## src/verilog/cpu_pkg.sv

```systemverilog
package cpu_pkg;

  typedef logic [31:0] word_t;     // data, address, instruction
  typedef logic [4:0]  reg_idx_t;  // register number
  typedef logic [1:0]  alu_op_t;   // alu control class or alu operation
  typedef logic [1:0]  fwd_sel_t;  // operand source select

  // rv32i major opcodes
  localparam logic [6:0] OP_R      = 7'b0110011;
  localparam logic [6:0] OP_IMM    = 7'b0010011;
  localparam logic [6:0] OP_LOAD   = 7'b0000011;
  localparam logic [6:0] OP_STORE  = 7'b0100011;
  localparam logic [6:0] OP_SYSTEM = 7'b1110011;

  // funct3 of the supported r-type ops
  localparam logic [2:0] F3_ADD_SUB = 3'b000;  // funct7 bit picks sub
  localparam logic [2:0] F3_OR      = 3'b110;
  localparam logic [2:0] F3_AND     = 3'b111;

  // control class from decode
  localparam alu_op_t CTL_ADD   = 2'b00;  // lw, sw, addi
  localparam alu_op_t CTL_FUNCT = 2'b10;  // r-type, look at funct bits

  // resolved alu operation in execute
  localparam alu_op_t ALU_ADD = 2'd0;
  localparam alu_op_t ALU_SUB = 2'd1;
  localparam alu_op_t ALU_AND = 2'd2;
  localparam alu_op_t ALU_OR  = 2'd3;

  localparam fwd_sel_t FWD_REG = 2'd0;  // value read in decode
  localparam fwd_sel_t FWD_EXM = 2'd1;  // ex/mem alu_out
  localparam fwd_sel_t FWD_WB  = 2'd2;  // mem/wb result

  localparam reg_idx_t ECALL_REG = 5'd17;   // a7 holds the service code
  localparam word_t    HALT_CODE = 32'd10;  // exit service

  typedef struct packed {
    logic     valid;
    logic     alu_src;     // second operand is imm
    logic     mem_read;
    logic     mem_write;
    logic     mem_to_reg;
    logic     reg_write;
    logic     halt;        // halting ecall
    alu_op_t  alu_op;
    logic [2:0] funct3;
    logic     funct7_b;    // inst[30]
    reg_idx_t rs1;
    reg_idx_t rs2;
    word_t    rs1_data;
    word_t    rs2_data;
    word_t    imm;
    reg_idx_t rd;
  } id_ex_t;

  typedef struct packed {
    logic     valid;
    logic     mem_read;
    logic     mem_write;
    logic     mem_to_reg;
    logic     reg_write;
    logic     halt;
    word_t    alu_out;     // result or memory address
    word_t    store_data;
    reg_idx_t rd;
  } ex_mem_t;

  typedef struct packed {
    logic     valid;       // a register result is on the bus
    logic     reg_write;
    logic     halt;        // sticky once the exit ecall retires
    reg_idx_t rd;
    word_t    data;
  } wb_t;

endpackage

```

## src/verilog/execute_stage.sv

```systemverilog
`timescale 1ns/100ps

module execute_stage (
  input  logic              clk,
  input  logic              reset,
  input  cpu_pkg::id_ex_t   id_ex,
  input  cpu_pkg::fwd_sel_t fwd_a,
  input  cpu_pkg::fwd_sel_t fwd_b,
  input  cpu_pkg::wb_t      wb,
  output cpu_pkg::ex_mem_t  ex_mem
);
  import cpu_pkg::*;

  word_t   opnd_a;
  word_t   fwd_b_val;  // also the store data
  word_t   opnd_b;
  word_t   alu_res;
  alu_op_t alu_sel;
  ex_mem_t ex_mem_d;

  function automatic word_t fwd_mux(fwd_sel_t sel, word_t reg_val, word_t exm_val,
                                    word_t wb_val);
    case (sel)
      FWD_EXM: return exm_val;
      FWD_WB:  return wb_val;
      default: return reg_val;
    endcase
  endfunction

  assign opnd_a    = fwd_mux(fwd_a, id_ex.rs1_data, ex_mem.alu_out, wb.data);
  assign fwd_b_val = fwd_mux(fwd_b, id_ex.rs2_data, ex_mem.alu_out, wb.data);
  assign opnd_b    = id_ex.alu_src ? id_ex.imm : fwd_b_val;

  // alu control
  always_comb begin
    alu_sel = ALU_ADD;  // address calc and addi
    if (id_ex.alu_op == CTL_FUNCT) begin
      case (id_ex.funct3)
        F3_ADD_SUB: alu_sel = id_ex.funct7_b ? ALU_SUB : ALU_ADD;
        F3_AND:     alu_sel = ALU_AND;
        F3_OR:      alu_sel = ALU_OR;
        default:    alu_sel = ALU_ADD;
      endcase
    end
  end

  always_comb begin
    case (alu_sel)
      ALU_SUB: alu_res = opnd_a - opnd_b;
      ALU_AND: alu_res = opnd_a & opnd_b;
      ALU_OR:  alu_res = opnd_a | opnd_b;
      default: alu_res = opnd_a + opnd_b;
    endcase
  end

  always_comb begin
    ex_mem_d.valid      = id_ex.valid;
    ex_mem_d.mem_read   = id_ex.mem_read;
    ex_mem_d.mem_write  = id_ex.mem_write;
    ex_mem_d.mem_to_reg = id_ex.mem_to_reg;
    ex_mem_d.reg_write  = id_ex.reg_write;
    ex_mem_d.halt       = id_ex.halt;
    ex_mem_d.alu_out    = alu_res;
    ex_mem_d.store_data = fwd_b_val;
    ex_mem_d.rd         = id_ex.rd;
  end

  always_ff @(posedge clk) begin
    if (reset) begin
      ex_mem.valid      <= 1'b0;
      ex_mem.mem_read   <= 1'b0;
      ex_mem.mem_write  <= 1'b0;
      ex_mem.mem_to_reg <= 1'b0;
      ex_mem.reg_write  <= 1'b0;
      ex_mem.halt       <= 1'b0;
    end else begin
      ex_mem <= ex_mem_d;
    end
  end

endmodule

```

## config.mk

```make
export PLATFORM = sky130hd
export DESIGN_NAME = execute_stage
export DESIGN_NICKNAME = d
export VERILOG_FILES = /design/src/verilog/cpu_pkg.sv /design/src/verilog/execute_stage.sv
export SDC_FILE = /design/constraint.sdc
export NUM_CORES = 1
export LEC_CHECK = 0
export ABC_AREA = 0
export BUFFER_PORTS_ARGS = -buffer_cell sky130_fd_sc_hd__buf_2
export CAP_MARGIN = 0
export CORE_MARGIN = 4
export CORE_UTILIZATION = 40
export CTS_BUF_LIST = sky130_fd_sc_hd__clkbuf_16
export CTS_CLUSTER_SIZE = 25
export DETAILED_ROUTE_END_ITERATION = 10
export PLACE_DENSITY = 0.77
export SLEW_MARGIN = 20
export SYNTH_ARGS = -nofsm -noshare
export SYNTH_HDL_FRONTEND = slang
export SYNTH_SLANG_ARGS = --single-unit
```

## constraint.sdc

```tcl
create_clock -name clk -period 4.7 [get_ports clk]
set_clock_uncertainty 0.15 [all_clocks]
set_input_delay 0.235 -clock clk [delete_from_list [all_inputs] [get_ports clk]]
set_output_delay 0.235 -clock clk [all_outputs]
set_load 0.01 [all_outputs]
```

Word-level counts from Yosys, hierarchy flattened:

Index checks and enable logic that the tools add are counted.

* add/sub/neg operators: 2
* eq/ne operators: 10
* muxes and demuxes: 7
* bitwise gates (word level): 2
* reductions and logical operators: 1

Operators with widths (count)
* case mux 32 bit (2 select lines): 2
* case mux 32 bit (3 select lines): 1
* adder 32 bit: 1
* bitwise AND 32 bit: 1
* two-way mux 32 bit: 1
* bitwise OR 32 bit: 1
* subtractor 32 bit: 1
* equality test 2 bit, second input constant: 5
* equality test 2 x 1 -> 1 bit, second input constant: 3
* equality test 3 bit, second input constant: 2
* case mux 2 bit (3 select lines): 1
* zero test 3 bit: 1
* two-way mux 2 bit: 1
* two-way mux 1 bit: 1

* register bits after elaboration: 75
* output and inout port bits: 75
* logic and storage cells: 31

Logic depth before layout (Yosys ltp):

* depth after elaboration: 5
* gate-level depth with buffers: 24

Worst setup path before layout:

No wires, ideal clock.

* kind: input-to-reg
* from: input fwd_b[0]
* to: register ex_mem[68] (netlist bit) (data pin)
* data arrival time: 4.323 ns
* data required time: 4.284 ns
* slack: -0.038 ns
* cell stages on the path: 24
* path through: inv_1 ha_1 buf_4 buf_2 nand2_1 o21ai_0 mux2i_1 ha_1 and2_1 nand4_1 nor4_1 nor2_1 xnor2_1 ha_1 clkbuf_1 a21oi_1 o21ai_0 nand2b_1 a311o_1 nand2_1 o211ai_1 a31oi_1 xnor2_1 a211oi_2

* longest elaborated chain between the ends: 5
* elaborated cells on any way between the ends: 9

RTL lines
* from (decl): RTL line execute_stage.sv:8 `input cpu_pkg::fwd_sel_t fwd_b,`
* equality test 2 bit or equality test 2 x 1 -> 1 bit (tied branches): RTL line execute_stage.sv:23 `case (sel)`
* case mux 32 bit (2 select lines) (*): RTL line execute_stage.sv:23
* via fwd_b_val[0]: RTL line execute_stage.sv:15 `word_t fwd_b_val;`
* two-way mux 32 bit (*): RTL line execute_stage.sv:32 `assign opnd_b = id_ex.alu_src ? id_ex.imm : fwd_b_val;`
* adder 32 bit or subtractor 32 bit (tied branches): RTL line execute_stage.sv:52, execute_stage.sv:49
* case mux 32 bit (3 select lines) (*): RTL line execute_stage.sv:48 `case (alu_sel)`
* via alu_res[31]: RTL line execute_stage.sv:17 `word_t alu_res;`
* to (signal assigned): RTL line execute_stage.sv:77 `ex_mem <= ex_mem_d;`
* to (decl): RTL line execute_stage.sv:10 `output cpu_pkg::ex_mem_t ex_mem`

The timed path passes the listed nets; every way through them passes the cells marked *.
A chain may end at the register's enable or synchronous reset.

Worst setup path in the final report:

* from: register ex_mem[37] (netlist bit)
* to: register ex_mem[65] (netlist bit) (data pin)

* longest elaborated chain between the ends: 4
* elaborated cells on any way between the ends: 6

RTL lines (RTL line)
* case mux 32 bit (2 select lines) (*): execute_stage.sv:23
* via fwd_b_val[0]: execute_stage.sv:15
* two-way mux 32 bit (*): execute_stage.sv:32
* adder 32 bit or subtractor 32 bit (tied branches): execute_stage.sv:52, execute_stage.sv:49
* case mux 32 bit (3 select lines) (*): execute_stage.sv:48
* via alu_res[28]: execute_stage.sv:17

Marks and branches as above.

==> flow_results.xml <==
<?xml version="1.0" encoding="UTF-8"?>
<metrics>
  <group name="setup_path">
    <metric name="cp_cell_sequence" unit="">a22oi_2, o21ai_0, mux2i_1, buf_4, ha_2, and2_4, nand4_1, buf_4, nor2_1, a21oi_1, xnor2_1, ha_1, buf_4, nand2_1, o21ai_0, and2_1, a311o_1, a21oi_2, o211a_1, mux2i_1, nor2_1</metric>
    <metric name="worstSetupPathType" unit="">register to register</metric>
    <metric name="worstReg2RegStart" unit="">ex_mem[37]</metric>
    <metric name="critical_path_s_slowest_cell" unit="">edfxtp_1</metric>
    <metric name="max_stage_delay" unit="ns">0.45</metric>
    <metric name="nature_of_the_critical_path_startpoint" unit="">register</metric>
    <metric name="timing.reg2reg.setup_slack" unit="ns">0.19</metric>
    <metric name="critPathRequiredTime" unit="ns">4.64</metric>
    <metric name="critPathMostFrequentCell" unit="">buf_4</metric>
    <metric name="timing.critical_path.arrival" unit="ns">4.45</metric>
    <metric name="worstReg2RegEnd" unit="">ex_mem[65]</metric>
    <metric name="end_kind" unit="">register</metric>
    <metric name="worst_case_reg_to_reg_path_depth" unit="">21</metric>
    <metric name="path_max_fanout" unit="">3</metric>
  </group>
  <group name="synth">
    <metric name="yosysTopAreaCellShare" unit="%">28.4</metric>
    <metric name="asyncSetResetFlopFracSynth" unit="%">0</metric>
    <metric name="ys.warnings.count" unit="">0</metric>
    <metric name="synth_seq_cells" unit="">75</metric>
    <metric name="synth.cell_area" unit="um2">7290</metric>
    <metric name="synth_area_per_cell" unit="um2">8.36</metric>
    <metric name="dominantRegCellSynth" unit="">edfxtp_1</metric>
    <metric name="unique_cell_type_count_in_the_yosys_netlist" unit="">74</metric>
    <metric name="post_synth_inst_count" unit="">872</metric>
    <metric name="synth.area.top_cells" unit="">edfxtp_1 (28%), ha_1 (7.7%), o21ai_0 (6.3%), nand2_1 (5.9%), a22oi_1 (5.5%)</metric>
    <metric name="synth_largest_area_cell" unit="">edfxtp_1</metric>
    <metric name="syn_nets" unit="">1088</metric>
    <metric name="seq_area_frac_synth" unit="%">30.1</metric>
    <metric name="synth_enable_flop_cells" unit="">69</metric>
  </group>
  <group name="pwr">
    <metric name="p_clk_share" unit="%">19.5</metric>
    <metric name="power.switching" unit="mW">1.34</metric>
    <metric name="internal_power" unit="mW">2.08</metric>
    <metric name="switching_share" unit="%">39.1</metric>
    <metric name="power.leakage" unit="nW">4.67</metric>
    <metric name="comb_power_share" unit="%">51.0</metric>
    <metric name="power.density_cell_area" unit="nW/um2">334</metric>
    <metric name="vdd_ir_drop_max" unit="mV">0.175</metric>
    <metric name="pwr-share-seq" unit="%">29.6</metric>
  </group>
  <group name="placed_design">
    <metric name="dpl.cell_count" unit="">1428</metric>
    <metric name="buffer_ports.inserted" unit="">226</metric>
    <metric name="finalWeightedCongestion" unit="">1.02</metric>
    <metric name="hpwl" unit="mm">22.8</metric>
  </group>
  <group name="clocking">
    <metric name="cts.reportedPaths.clkPinSlew" unit="ns">0.07</metric>
    <metric name="clock-sinks" unit="">75</metric>
    <metric name="cts.htree.levels" unit="">3</metric>
    <metric name="numCtsBuffers" unit="">9</metric>
    <metric name="cts_tree" unit="">done</metric>
    <metric name="clock_insertion_delay_worst_skew" unit="ns">0.35</metric>
    <metric name="clockBufferDepth" unit="">2</metric>
    <metric name="clock-root-buffer" unit="">clkbuf_16</metric>
  </group>
  <group name="detailed_routing">
    <metric name="pre_antenna_drt_iters" unit="">6</metric>
    <metric name="drc_errors" unit="">0</metric>
    <metric name="vias_per_cell" unit="">5.77</metric>
    <metric name="detail_route.wl_per_cell" unit="um">19.7</metric>
    <metric name="num_vias" unit="">8452</metric>
    <metric name="iteration_0_drc_markers" unit="">1045</metric>
    <metric name="total_wire_length" unit="mm">28.9</metric>
    <metric name="drtAntennaViolNets" unit="">0</metric>
  </group>
  <group name="grt">
    <metric name="grt_pass1_wl" unit="mm">42.8</metric>
    <metric name="global_route.overflow_total" unit="">0</metric>
    <metric name="grt_pass1_vias" unit="">7863</metric>
    <metric name="maximum_number_of_pins_on_one_net_before_global_route_repair" unit="">60</metric>
    <metric name="global_route_usage_over_all_layers" unit="%">26.7</metric>
    <metric name="antenna_found_initial" unit="">0</metric>
  </group>
  <group name="floorplan">
    <metric name="boundaryPins" unit="">245</metric>
    <metric name="die_h" unit="um">143</metric>
    <metric name="die_w" unit="um">143</metric>
    <metric name="rows" unit="">49</metric>
    <metric name="initial_core_util" unit="%">40.6</metric>
    <metric name="floorplan.core_area" unit="um2">18000</metric>
    <metric name="floorplan.die_area" unit="um2">20400</metric>
  </group>
  <group name="timing">
    <metric name="worst-slew-pin-transition" unit="ns">0.846</metric>
    <metric name="highest_clock_rate" unit="MHz">222</metric>
    <metric name="timing.final.max_slew_violations" unit="">0</metric>
    <metric name="finalWorstPathRequiredPeriod" unit="ns">4.51</metric>
    <metric name="timing.slew.headroom" unit="%">43.6</metric>
    <metric name="timing.final.crit_share" unit="%">95.9</metric>
    <metric name="report.final.hold_viol_count" unit="">0</metric>
    <metric name="setup_viol" unit="">0</metric>
  </group>
  <group name="cells_and_area">
    <metric name="layout_common_cells" unit="">buf_2 (226), buf_4 (158), nand2_1 (113), o21ai_0 (87), edfxtp_1 (69)</metric>
    <metric name="area_growth_syn_to_layout" unit="%">40.5</metric>
    <metric name="registers.top_by_ff_count" unit="">ex_mem</metric>
    <metric name="layout.cells.non_filler" unit="">1466</metric>
    <metric name="final_nets" unit="">1448</metric>
    <metric name="antennaDiodeCount" unit="">0</metric>
    <metric name="postLayoutCoreUtil" unit="%">57.0</metric>
    <metric name="most_frequent_standard_cell_in_the_layout_excluding_fill_and_tap_cells" unit="">buf_2</metric>
    <metric name="largest_register_ffs" unit="">75</metric>
    <metric name="drive_above_1_share" unit="%">36.2</metric>
    <metric name="reg_top3" unit="">ex_mem x75</metric>
  </group>
  <group name="hold_path">
    <metric name="timing.hold.worst_endpoint" unit="">ex_mem[73]</metric>
    <metric name="worst_hold_depth" unit="">2</metric>
    <metric name="min_from" unit="">reset</metric>
    <metric name="hold_class" unit="">input port to register</metric>
  </group>
  <group name="status">
    <metric name="result_of_the_run" unit="">finished clean</metric>
  </group>
  <group name="job">
    <metric name="maxCapViolations" unit="">0</metric>
  </group>
</metrics>
## per-layer routing
layer / up-vias / part of all wire (%) / track usage, %
met1: 3888 / 42 / 37.3
li1: 3964 / - / -
met3: 77 / 11 / 5.26
met2: 523 / 44 / 40.5
met5: - / 0 / 0
met4: 0 / 4.0 / 10.6
## synthesized netlist by cell type, types with 5 or more instances
| cell type | count |
|---|---|
| buf_1 | 5 |
| maj3_1 | 21 |
| nand2_1 | 114 |
| ha_1 | 45 |
| nor2_1 | 58 |
| o21ai_0 | 92 |
| a31oi_1 | 10 |
| or2_2 | 6 |
| a221oi_2 | 5 |
| xnor2_1 | 36 |
| buf_2 | 11 |
| o31ai_1 | 7 |
| and2_1 | 6 |
| a21oi_1 | 67 |
| nor3b_1 | 10 |
| nor2b_1 | 23 |
| nand2b_1 | 8 |
| nor3_1 | 10 |
| a211oi_1 | 9 |
| nand3_1 | 7 |
| mux2i_1 | 10 |
| a221oi_1 | 8 |
| clkbuf_1 | 30 |
| xor2_1 | 18 |
| inv_1 | 30 |
| edfxtp_1 | 69 |
| a22oi_1 | 53 |
| a21o_1 | 16 |
| dfxtp_1 | 6 |
## cells by family after synthesis
| family | after synthesis | synth area share (%) |
|---|---|---|
| AO/OA/AOI/OAI | 313 | 28.0 |
| AND/OR/NAND/NOR | 267 | 17.7 |
| buffers and inverters | 82 | 4.83 |
| flip-flops | 75 | 30.1 |
| adder cells (fa/ha/maj) | 67 | 10.9 |
| XOR/XNOR | 54 | 6.49 |
| multiplexers | 14 | 2.04 |
## power by group through the flow
stage               clock (mW)  sequential, mW  combinational [mW]
floorplan                    0            1.04               0.875
global placement             0            1.02                1.62
detailed placement           0            1.02                1.64
CTS                      0.672            1.00                1.66
global route             0.701            1.02                1.90
finish                   0.666            1.01                1.74
## worst max path at each step
stage | startpoint | end | slack, ns | cells after the start
6_report | ex_mem[37] | ex_mem[65] | 0.19 | 21
5_1_grt | fwd_b[0] | ex_mem[60] | -0.07 | 20
4_1_cts | ex_mem[37] | ex_mem[65] | 0.09 | 19
3_5_place_dp | fwd_b[0] | ex_mem[68] | -0.21 | 22
3_3_place_gp | fwd_b[0] | ex_mem[68] | -0.26 | 22
2_1_floorplan | fwd_b[0] | ex_mem[68] | 0.09 | 24
## worst max-delay path: cells and delay by family (launching register included)
kind            cells  cell delay, ns
compound gates      7            1.26
xor+xnor            1            0.17
fa+ha+maj           2            0.48
buf+inv             3            0.54
flops               1            0.45
mux                 2            0.34
simple gates        6            0.83
## metrics by stage
stage	area, um2	setup TNS (ns)	power [mW]	hold slack [ns]	setup WS, ns
floorplan	7290	0	1.91	0.157	0.0923
global placement	9630	-1.01	2.63	0.263	-0.261
detailed placement	9630	-1.40	2.65	0.265	-0.210
CTS	10100	0	3.33	0.000571	0.0878
global route	10200	-0.0811	3.61	0.0233	-0.0701
finish	10200	0	3.42	0.00264	0.191
## cell type report
| class | count | area [um2] |
|---|---|---|
| clock inverter | 7 | 46.3 |
| fill | 1610 | 7730 |
| tap | 229 | 287 |
| inverter | 31 | 116 |
| sequential | 75 | 2190 |
| clock buffer | 9 | 225 |
| timing repair buffer | 400 | 2490 |
| multi-input combinational | 715 | 4880 |
## repair_timing
item                       in CTS  in global routing
hold buffers                   15                  0
hold endpoints to repair       11                  0
resized for setup               0                 29
setup endpoints to repair       0                 12
buffers inserted                0                  7
(Power assumes the default switching activity.)
